`config.mk`:
```
export PLATFORM = sky130hd
export DESIGN_NAME = resdmac
export DESIGN_NICKNAME = d
export VERILOG_FILES = /design/src/rtl/sdmac_regs_pkg.sv /design/src/rtl/sdmac_port_pkg.sv /design/src/rtl/sdmac_registers.sv /design/src/rtl/scsi_port_sm.sv /design/src/rtl/dma_fifo.sv /design/src/rtl/resdmac.sv
export SDC_FILE = /design/constraint.sdc
export NUM_CORES = 1
export LEC_CHECK = 0
export ABC_AREA = 1
export BUFFER_PORTS_ARGS = -buffer_cell sky130_fd_sc_hd__buf_2
export CAP_MARGIN = 20
export CELL_PAD_IN_SITES_DETAIL_PLACEMENT = 1
export CELL_PAD_IN_SITES_GLOBAL_PLACEMENT = 1
export CORE_ASPECT_RATIO = 0.8
export CORE_MARGIN = 4
export CORE_UTILIZATION = 46
export CTS_CLUSTER_SIZE = 20
export DETAILED_ROUTE_END_ITERATION = 12
export GPL_ROUTABILITY_DRIVEN = 0
export PLACE_DENSITY_LB_ADDON = 0.2
export SLEW_MARGIN = 10
export SYNTH_ARGS = -nofsm -noshare
export SYNTH_HDL_FRONTEND = slang
export SYNTH_SLANG_ARGS = --single-unit
```
`constraint.sdc`:
```
create_clock -name sclk_i -period 4.1 [get_ports sclk_i]
set_input_delay 0.82 -clock sclk_i [delete_from_list [all_inputs] [get_ports sclk_i]]
set_output_delay 0.82 -clock sclk_i [all_outputs]
set_load 0.1 [all_outputs]
```
`src/rtl/sdmac_regs_pkg.sv`:
```
/*
  CPU-visible register map of the SCSI DMA controller.
  Offsets are word offsets on address bits [6:2]. The control
  register is a union that is stored raw and decoded as fields.
*/
package sdmac_regs_pkg;

    // Word offsets on addr[6:2]
    localparam logic [4:0] REG_WTC    = 5'h01;
    localparam logic [4:0] REG_CNTR   = 5'h02;
    localparam logic [4:0] REG_ST_DMA = 5'h04;
    localparam logic [4:0] REG_CINT   = 5'h06;
    localparam logic [4:0] REG_ISTR   = 5'h07;
    localparam logic [4:0] REG_SP_DMA = 5'h0f;
    localparam logic [4:0] REG_FIFO   = 5'h10;

    // Transfer count width
    localparam int WTC_BITS = 24;

    // Bit positions in the ISTR word
    localparam int ISTR_FF   = 0;
    localparam int ISTR_FE   = 1;
    localparam int ISTR_DONE = 2;
    localparam int ISTR_INT  = 4;

    // Control register, raw longword or field view
    typedef union packed {
        logic [31:0] raw;
        struct packed {
            // Reserved, kept as written
            logic [28:0] rsvd_hi;
            // Interrupt enable
            logic        intena;
            // 1 = port to memory
            logic        dir;
            logic        rsvd_lo;
        } f;
    } cntr_u;

endpackage

```
`src/rtl/sdmac_port_pkg.sv`:
```
/*
  Port-side timing and FIFO geometry of the SCSI DMA controller.
  Shared by the port sequencer and the byte/longword FIFO.
*/
package sdmac_port_pkg;

    // Clocks that DACK and the strobe stay high
    localparam int IO_CYCLES   = 3;
    localparam int IO_CNT_BITS = 2;
    localparam logic [IO_CNT_BITS-1:0] IO_LAST = IO_CNT_BITS'(IO_CYCLES - 1);

    // Port sequencer state encoding
    localparam logic [1:0] PS_IDLE    = 2'd0;
    localparam logic [1:0] PS_STROBE  = 2'd1;
    localparam logic [1:0] PS_RECOVER = 2'd2;

    // FIFO depth in longwords
    localparam int FIFO_WORDS    = 4;
    localparam int FIFO_PTR_BITS = 2;
    localparam logic [FIFO_PTR_BITS:0] FIFO_CNT_FULL = (FIFO_PTR_BITS + 1)'(FIFO_WORDS);

endpackage

```
`src/rtl/sdmac_registers.sv`:
```
/*
  CPU register block: decodes single-cycle accesses, acknowledges
  them one clock later, and owns the control register, the transfer
  counter, DMA state, the done flag and the interrupt output.
*/
`timescale 1ns/1ns

module sdmac_registers (
    input  logic        sclk_i,
    input  logic        rst_i,
    input  logic        cs_i,
    input  logic        as_i,
    input  logic        rw_i,
    input  logic [4:0]  addr_i,
    input  logic [31:0] data_i,
    output logic [31:0] data_o,
    output logic        dsack_o,
    input  logic        byte_push_i,
    input  logic        byte_pop_i,
    input  logic        fifo_full_i,
    input  logic        fifo_empty_i,
    input  logic [31:0] fifo_word_i,
    output logic        dma_active_o,
    output logic        dir_o,
    output logic        word_push_o,
    output logic        word_pop_o,
    output logic [31:0] word_o,
    output logic        fifo_clear_o,
    output logic        fifo_flush_o,
    output logic        int_o
);

    sdmac_regs_pkg::cntr_u cntr_q;
    logic [sdmac_regs_pkg::WTC_BITS-1:0] wtc_q;
    logic        done_q;
    logic        acc, wr, rd;
    logic        xfer;
    logic [31:0] istr;

    // One-cycle access qualified by chip select
    assign acc = cs_i && as_i;
    assign wr  = acc && !rw_i;
    assign rd  = acc && rw_i;

    // CPU side of the FIFO register
    assign word_push_o  = wr && (addr_i == sdmac_regs_pkg::REG_FIFO);
    assign word_pop_o   = rd && (addr_i == sdmac_regs_pkg::REG_FIFO);
    assign word_o       = data_i;
    // Start of DMA empties the FIFO
    assign fifo_clear_o = wr && (addr_i == sdmac_regs_pkg::REG_ST_DMA);

    // Any port byte counts down
    assign xfer  = (byte_push_i || byte_pop_i) && dma_active_o;
    assign dir_o = cntr_q.f.dir;
    assign int_o = done_q && cntr_q.f.intena;

    // Status word
    always_comb begin
        istr = '0;
        istr[sdmac_regs_pkg::ISTR_FF]   = fifo_full_i;
        istr[sdmac_regs_pkg::ISTR_FE]   = fifo_empty_i;
        istr[sdmac_regs_pkg::ISTR_DONE] = done_q;
        istr[sdmac_regs_pkg::ISTR_INT]  = int_o;
    end

    always_ff @(posedge sclk_i) begin
        if (rst_i) begin
            dsack_o      <= 1'b0;
            cntr_q.raw   <= '0;
            wtc_q        <= '0;
            dma_active_o <= 1'b0;
            done_q       <= 1'b0;
            fifo_flush_o <= 1'b0;
        end else begin
            dsack_o      <= acc;
            fifo_flush_o <= 1'b0;
            if (wr && addr_i == sdmac_regs_pkg::REG_CNTR)
                cntr_q.raw <= data_i;
            // CPU load wins over a count pulse
            if (wr && addr_i == sdmac_regs_pkg::REG_WTC) begin
                wtc_q <= data_i[sdmac_regs_pkg::WTC_BITS-1:0];
            end else if (xfer && wtc_q != '0) begin
                wtc_q <= wtc_q - 1'b1;
                // Last byte ends the DMA
                if (wtc_q == 1) begin
                    dma_active_o <= 1'b0;
                    done_q       <= 1'b1;
                    fifo_flush_o <= cntr_q.f.dir;
                end
            end
            if (fifo_clear_o) begin
                dma_active_o <= 1'b1;
                done_q       <= 1'b0;
            end
            // Stop without done
            if (wr && addr_i == sdmac_regs_pkg::REG_SP_DMA)
                dma_active_o <= 1'b0;
            if (wr && addr_i == sdmac_regs_pkg::REG_CINT)
                done_q <= 1'b0;
        end
    end

    // Read data, valid during the dsack pulse
    always_ff @(posedge sclk_i) begin
        if (rd) begin
            case (addr_i)
                sdmac_regs_pkg::REG_CNTR: data_o <= cntr_q.raw;
                sdmac_regs_pkg::REG_WTC:  data_o <= 32'(wtc_q);
                sdmac_regs_pkg::REG_ISTR: data_o <= istr;
                sdmac_regs_pkg::REG_FIFO: data_o <= fifo_word_i;
                default:                  data_o <= '0;
            endcase
        end
    end

endmodule

```
`src/rtl/scsi_port_sm.sv`:
```
/*
  Peripheral port sequencer. Answers DREQ from the SCSI chip with
  a DACK plus IOR or IOW strobe held for IO_CYCLES clocks, moves
  one byte per cycle and recovers for one clock afterwards.
*/
`timescale 1ns/1ns

module scsi_port_sm (
    input  logic       sclk_i,
    input  logic       rst_i,
    input  logic       dma_active_i,
    input  logic       dir_i,
    input  logic       fifo_full_i,
    input  logic       fifo_empty_i,
    input  logic       dreq_i,
    input  logic [7:0] pd_i,
    input  logic [7:0] fifo_byte_i,
    output logic       dack_o,
    output logic       ior_o,
    output logic       iow_o,
    output logic [7:0] pd_o,
    output logic       byte_push_o,
    output logic       byte_pop_o,
    output logic [7:0] byte_o
);

    logic [1:0] state;
    logic [sdmac_port_pkg::IO_CNT_BITS-1:0] cyc_cnt;
    // Direction frozen for the whole byte cycle
    logic dir_q;
    logic can_start;
    logic last_cyc;

    // Read needs a free slot, write needs a byte
    assign can_start = dreq_i && dma_active_i
                     && (dir_i ? !fifo_full_i : !fifo_empty_i);

    assign last_cyc = (state == sdmac_port_pkg::PS_STROBE)
                    && (cyc_cnt == sdmac_port_pkg::IO_LAST);

    // Strobes decoded from state
    assign dack_o = (state == sdmac_port_pkg::PS_STROBE);
    assign ior_o  = dack_o && dir_q;
    assign iow_o  = dack_o && !dir_q;

    // Byte handoff on the last strobe clock
    assign byte_push_o = last_cyc && dir_q;
    assign byte_pop_o  = last_cyc && !dir_q;
    // Read byte sampled by the FIFO at the end of the strobe
    assign byte_o      = pd_i;

    always_ff @(posedge sclk_i) begin
        if (rst_i) begin
            state   <= sdmac_port_pkg::PS_IDLE;
            cyc_cnt <= '0;
            dir_q   <= 1'b0;
        end else begin
            case (state)
                sdmac_port_pkg::PS_IDLE: begin
                    if (can_start) begin
                        state   <= sdmac_port_pkg::PS_STROBE;
                        cyc_cnt <= '0;
                        dir_q   <= dir_i;
                    end
                end
                sdmac_port_pkg::PS_STROBE: begin
                    if (last_cyc)
                        state <= sdmac_port_pkg::PS_RECOVER;
                    else
                        cyc_cnt <= cyc_cnt + 1'b1;
                end
                // One dead clock before sampling DREQ again
                sdmac_port_pkg::PS_RECOVER: state <= sdmac_port_pkg::PS_IDLE;
                default:                    state <= sdmac_port_pkg::PS_IDLE;
            endcase
        end
    end

    // Write byte held for the whole strobe
    always_ff @(posedge sclk_i) begin
        if (state == sdmac_port_pkg::PS_IDLE && can_start && !dir_i)
            pd_o <= fifo_byte_i;
    end

endmodule

```
`src/rtl/dma_fifo.sv`:
```
/*
  Longword FIFO between the CPU and the port. The byte side packs
  and unpacks longwords most significant byte first; the longword
  side is the CPU FIFO register. Flush commits a zero-padded part.
*/
`timescale 1ns/1ns

module dma_fifo (
    input  logic        sclk_i,
    input  logic        rst_i,
    input  logic        clear_i,
    input  logic        flush_i,
    input  logic        byte_push_i,
    input  logic [7:0]  byte_i,
    input  logic        byte_pop_i,
    output logic [7:0]  byte_o,
    input  logic        word_push_i,
    input  logic [31:0] word_i,
    input  logic        word_pop_i,
    output logic [31:0] word_o,
    output logic        full_o,
    output logic        empty_o
);

    logic [31:0] mem [sdmac_port_pkg::FIFO_WORDS];
    logic [sdmac_port_pkg::FIFO_PTR_BITS-1:0] wr_ptr, rd_ptr;
    logic [sdmac_port_pkg::FIFO_PTR_BITS:0]   count;
    // Byte lane indices, 0 = bits 31:24
    logic [1:0]  in_lane, out_lane;
    logic [31:0] pack_q, pack_next;
    logic        byte_commit, flush_commit;
    logic        do_push, do_pop;
    logic [31:0] push_data;

    assign full_o  = (count == sdmac_port_pkg::FIFO_CNT_FULL);
    assign empty_o = (count == '0);

    // Incoming byte merged into the packing word
    always_comb begin
        pack_next = pack_q;
        if (byte_push_i)
            pack_next[{~in_lane, 3'b000} +: 8] = byte_i;
    end

    assign byte_commit  = byte_push_i && (in_lane == 2'd3);
    // Unused lanes are still zero
    assign flush_commit = flush_i && (in_lane != 2'd0);
    assign do_push      = (byte_commit || flush_commit || word_push_i) && !full_o;
    assign push_data    = (byte_commit || flush_commit) ? pack_next : word_i;
    assign do_pop       = (word_pop_i || (byte_pop_i && out_lane == 2'd3)) && !empty_o;

    // Empty pop reads as zero
    assign word_o = empty_o ? '0 : mem[rd_ptr];
    assign byte_o = mem[rd_ptr][{~out_lane, 3'b000} +: 8];

    always_ff @(posedge sclk_i) begin
        if (do_push && !clear_i)
            mem[wr_ptr] <= push_data;
    end

    always_ff @(posedge sclk_i) begin
        if (rst_i || clear_i) begin
            wr_ptr   <= '0;
            rd_ptr   <= '0;
            count    <= '0;
            in_lane  <= '0;
            out_lane <= '0;
            pack_q   <= '0;
        end else begin
            if (do_push)
                wr_ptr <= wr_ptr + 1'b1;
            if (do_pop)
                rd_ptr <= rd_ptr + 1'b1;
            case ({do_push, do_pop})
                2'b10:   count <= count + 1'b1;
                2'b01:   count <= count - 1'b1;
                default: count <= count;
            endcase
            // Packing side
            if (flush_commit) begin
                pack_q  <= '0;
                in_lane <= '0;
            end else if (byte_push_i) begin
                in_lane <= in_lane + 1'b1;
                pack_q  <= byte_commit ? '0 : pack_next;
            end
            // Unpacking side
            if (byte_pop_i && !empty_o)
                out_lane <= out_lane + 1'b1;
        end
    end

endmodule

```
`src/rtl/resdmac.sv`:
```
/*
  Top level of the SCSI DMA controller. Joins the CPU register
  block, the port sequencer and the byte/longword FIFO.
*/
`timescale 1ns/1ns

module resdmac (
    input  logic        sclk_i,
    input  logic        rst_i,
    input  logic        cs_i,
    input  logic        as_i,
    input  logic        rw_i,
    input  logic [6:2]  addr_i,
    input  logic [31:0] data_i,
    output logic [31:0] data_o,
    output logic        dsack_o,
    input  logic        dreq_i,
    input  logic [7:0]  pd_i,
    output logic [7:0]  pd_o,
    output logic        dack_o,
    output logic        ior_o,
    output logic        iow_o,
    output logic        int_o
);

    // Register block to port and FIFO
    logic        dma_active, dir;
    logic        word_push, word_pop;
    logic [31:0] word_wdata, word_rdata;
    logic        fifo_clear, fifo_flush;
    // Port side byte traffic
    logic        byte_push, byte_pop;
    logic [7:0]  byte_wdata, byte_rdata;
    logic        fifo_full, fifo_empty;

    sdmac_registers u_regs (
        .sclk_i(sclk_i), .rst_i(rst_i),
        .cs_i(cs_i), .as_i(as_i), .rw_i(rw_i), .addr_i(addr_i), .data_i(data_i),
        .data_o(data_o), .dsack_o(dsack_o),
        .byte_push_i(byte_push), .byte_pop_i(byte_pop),
        .fifo_full_i(fifo_full), .fifo_empty_i(fifo_empty), .fifo_word_i(word_rdata),
        .dma_active_o(dma_active), .dir_o(dir),
        .word_push_o(word_push), .word_pop_o(word_pop), .word_o(word_wdata),
        .fifo_clear_o(fifo_clear), .fifo_flush_o(fifo_flush),
        .int_o(int_o)
    );

    scsi_port_sm u_port (
        .sclk_i(sclk_i), .rst_i(rst_i),
        .dma_active_i(dma_active), .dir_i(dir),
        .fifo_full_i(fifo_full), .fifo_empty_i(fifo_empty),
        .dreq_i(dreq_i), .pd_i(pd_i), .fifo_byte_i(byte_rdata),
        .dack_o(dack_o), .ior_o(ior_o), .iow_o(iow_o), .pd_o(pd_o),
        .byte_push_o(byte_push), .byte_pop_o(byte_pop), .byte_o(byte_wdata)
    );

    dma_fifo u_fifo (
        .sclk_i(sclk_i), .rst_i(rst_i),
        .clear_i(fifo_clear), .flush_i(fifo_flush),
        .byte_push_i(byte_push), .byte_i(byte_wdata),
        .byte_pop_i(byte_pop), .byte_o(byte_rdata),
        .word_push_i(word_push), .word_i(word_wdata),
        .word_pop_i(word_pop), .word_o(word_rdata),
        .full_o(fifo_full), .empty_o(fifo_empty)
    );

endmodule

```
==> flow_metrics.py <==
metrics = {
    "worst_setup_path": {
        "worst_ep_required_time_ns": 4.40,
        "worstPathArrival_ns": 3.61,
        "cp-startpoint": "u_fifo.in_lane[0]$_SDFFE_PP0N_",
        "ff2ff_setup_slack_ns": 0.79,
        "r2r-start": "u_fifo.in_lane[0]$_SDFFE_PP0N_",
        "path_max_fanout": 22,
        "startpoint_type": "flop",
        "worstSetupPathType": "flop to flop",
        "cp-end-kind": "flop",
        "r2r_end": "u_fifo.mem[3][12]$_DFFE_PP_",
        "r2r_cells": 8,
    },
    "drt": {
        "avgRoutedWirePerCell_um": 23.76,
        "ant_nets": 0,
        "num_vias": 11170,
        "initialDrtViolationCount": 1093,
        "via_per_inst": 5.843,
        "wirelength_um": 45430,
        "dr.pass1.iters": 7,
        "drcViolationCount": 0,
    },
    "global_route": {
        "antenna_found_initial": 0,
        "grt_pass1_vias": 11110,
        "grt_usage_pct": 29.17,
        "grt_overflow": 0,
        "grt_pass1_wl_um": 68370,
        "grt_max_degree": 65,
    },
    "place": {
        "placed_area_sq_um": 13640,
        "dp_hpwl_um": 31670,
        "io_buffers": 95,
    },
    "clocking": {
        "cts_buffers": 29,
        "cts_hold_buf": 0,
        "cts_root_buf": "clkbuf_16",
        "clockBufferDepth": 3,
        "h-tree-depth": 1,
        "cts.clk_slew.worst_paths_ns": 0.06,
        "cts_sinks": 278,
        "clk_latency_ns": 0.55,
        "cts_tree": "yes",
        "cts_setup_buffers": 0,
        "post_cts_resized": 0,
    },
    "floorplan": {
        "die_width_um": 194.6,
        "start_util_pct": 46.81,
        "ioPinCount": 96,
        "dieArea_sq_um": 30600,
        "rows": 54,
        "die_h_um": 157.3,
        "coreArea_sq_um": 27360,
    },
    "yosys": {
        "ys_types": 44,
        "avgSynthCellArea_sq_um": 8.853,
        "synth_top_cell_by_area": "edfxtp_1",
        "yosysSeqAreaShare_pct": 56.57,
        "synth_top_family_by_area": "simple AND/OR/NAND/NOR gates",
        "synth-edff-count": 168,
        "yosys-top-cells-count": "nand2_1, nor2_1, o21ai_0, edfxtp_1, dfxtp_1",
        "synthFlopType": "edfxtp_1",
        "syn-instance-count": 1447,
        "yosys_warnings": 0,
        "synth_simple_gate_area_share_pct": 21.95,
        "synthesis.area_sq_um": 12810,
        "synth.area.mux_share_pct": 0,
        "synthArstFlopShare_pct": 0,
        "synth_top_area_share_pct": 39.38,
        "synth_area_leaders": "edfxtp_1, dfxtp_1, nand2_1, o21ai_0, nor2_1",
        "synth_fa_ha_area_share_pct": 1.719,
        "syn_nets": 1515,
        "synth.most_common_cell": "nand2_1",
        "ys_seq_elements": 278,
        "synth_xor_area_share_pct": 0.6837,
        "synth_compound_area_share_pct": 12.94,
    },
    "worst_hold_path": {
        "hold_depth": 2,
        "min_to": "u_port.cyc_cnt[1]$_SDFFE_PP0P_",
        "hp-start": "u_port.cyc_cnt[1]$_SDFFE_PP0P_",
        "hold_class": "flop to flop",
    },
    "timing": {
        "maxSlewViolCount": 0,
        "tns_ns": 0,
        "skew_ns": 0.01937,
        "fin_crit_ns": 3.306,
        "max_slew_margin_pct": 28.34,
        "fin_crit_sh_pct": 80.64,
        "tightest_slew_ns": 1.067,
        "rsz0062_at_grt": "no",
        "fmax_mhz": 302.5,
        "hold_viol": 0,
        "setup_viol": 0,
    },
    "cells_and_area": {
        "multi_input_area_sq_um": 4828,
        "synthToLayoutAreaGrowth_pct": 13.91,
        "drive_gt1_share_pct": 13.18,
        "register_area_sq_um": 7248,
        "fin_nets": 1594,
        "final_area_sq_um": 14590,
        "diodes": 0,
        "fillers": 3273,
    },
    "pwr": {
        "cellPowerDensity_nw_per_um2": 402.8,
        "p_leak_nw": 5.754,
        "ir_drop_mv": 0.3414,
    },
    "run_status": {
        "status": "complete, no violations",
    },
    "flow_run": {
        "maxCapViolCount": 0,
    },
}
## through the flow
stage	hold WS (ns)	utilization (%)	setup WS (ns)	cells	total power, mW
5_1_grt	0.5265	53.32	0.4732	1912	6.034
2_1_floorplan	0.4385	-	0.4052	1447	3.159
6_report	0.4768	53.32	0.7937	1912	5.878
3_3_place_gp	0.4668	49.83	1.107	1859	3.257
4_1_cts	0.4808	53.32	0.9039	1912	5.888
3_5_place_dp	0.4719	49.83	0.9159	1859	3.264
## cell usage in the layout (no fill, tap or decap), types with 2 or more instances in the layout
cell type	n
buf_4	19
bufinv_16	2
nor2_2	9
o211ai_1	11
o21ai_2	2
inv_2	7
clkbuf_1	7
nor3_1	33
nand3_2	2
clkbuf_8	2
nor2_4	10
dfxtp_1	109
clkinv_2	6
o21ai_1	17
nand2_1	277
inv_1	107
clkinvlp_4	2
o22a_1	14
a21oi_2	2
nand2_2	2
o221ai_1	6
xor2_1	9
o21ai_0	182
a22oi_1	9
nor2_1	219
nor4_1	2
ha_1	16
clkinv_1	3
clkbuf_16	31
a21oi_1	33
nand3_1	71
nand4_1	28
nand2_4	2
o22ai_1	16
buf_12	2
edfxtp_1	168
buf_2	95
## critical path, cell delays in order, from the launching register on
cell	delay, ns
dfxtp_1	0.77
inv_1	0.33
ha_1	0.48
inv_1	0.15
nor2_1	0.51
nand3_1	0.17
o21ai_0	0.22
inv_1	0.07
o21ai_0	0.35
## worst max-delay path by stage
stage	end	slack (ns)	depth (start not counted)
5_1_grt	u_fifo.mem[3][12]$_DFFE_PP_	0.47	8
2_1_floorplan	u_fifo.count[2]$_SDFFE_PP0P_	0.41	11
6_report	u_fifo.mem[3][12]$_DFFE_PP_	0.79	8
3_3_place_gp	u_fifo.mem[3][5]$_DFFE_PP_	1.11	8
4_1_cts	u_fifo.mem[2][17]$_DFFE_PP_	0.90	8
3_5_place_dp	u_fifo.mem[2][17]$_DFFE_PP_	0.92	8
## per-layer routing
layer / GRT usage, % / routed length [um]
met2: 44.53 / 19850
met3: 6.805 / 4326
met1: 42.83 / 20220
met5: 0 / 0
met4: 6.459 / 1039
## logic make-up after synthesis
logic type               count (synthesis)
XOR/XNOR                                10
AO/OA/AOI/OAI                          297
buffers and inverters                  186
AND/OR/NAND/NOR                        659
adder cells (fa/ha/maj)                 17
flip-flops                             278
## sequential cells by signal, summed over array words and instances, names as in the netlist, named ones only
register and cells:
u_port.dir_q 1, u_port.pd_o 8, u_regs.dsack_o 1, u_fifo.rd_ptr 2, u_fifo.pack_q 32, u_regs.fifo_flush_o 1
u_fifo.in_lane 2, u_port.cyc_cnt 2, u_regs.cntr_q 32, u_regs.wtc_q 24, u_fifo.count 3, u_fifo.out_lane 2
u_fifo.mem 128, u_regs.done_q 1, u_port.state 2, u_regs.data_o 32, u_fifo.wr_ptr 2, u_regs.dma_active_o 1
## layout make-up
type / instances / share of cell area, %
Inverter: 118 / 3.053
Clock inverter: 11 / 0.7803
Timing Repair Buffer: 116 / 4.510
Clock buffer: 42 / 5.771
Tap cell: 364 / 3.121
Multi-Input combinational cell: 983 / 33.09
Sequential cell: 278 / 49.67
## power breakdown
part,internal (mW),leakage (nW),switching [mW]
clock network,1.55,0.470,1.12
logic,0.0497,2.87,0.192
registers,2.96,2.41,0.00454
Note: power is estimated with default switching activity, not from simulation.
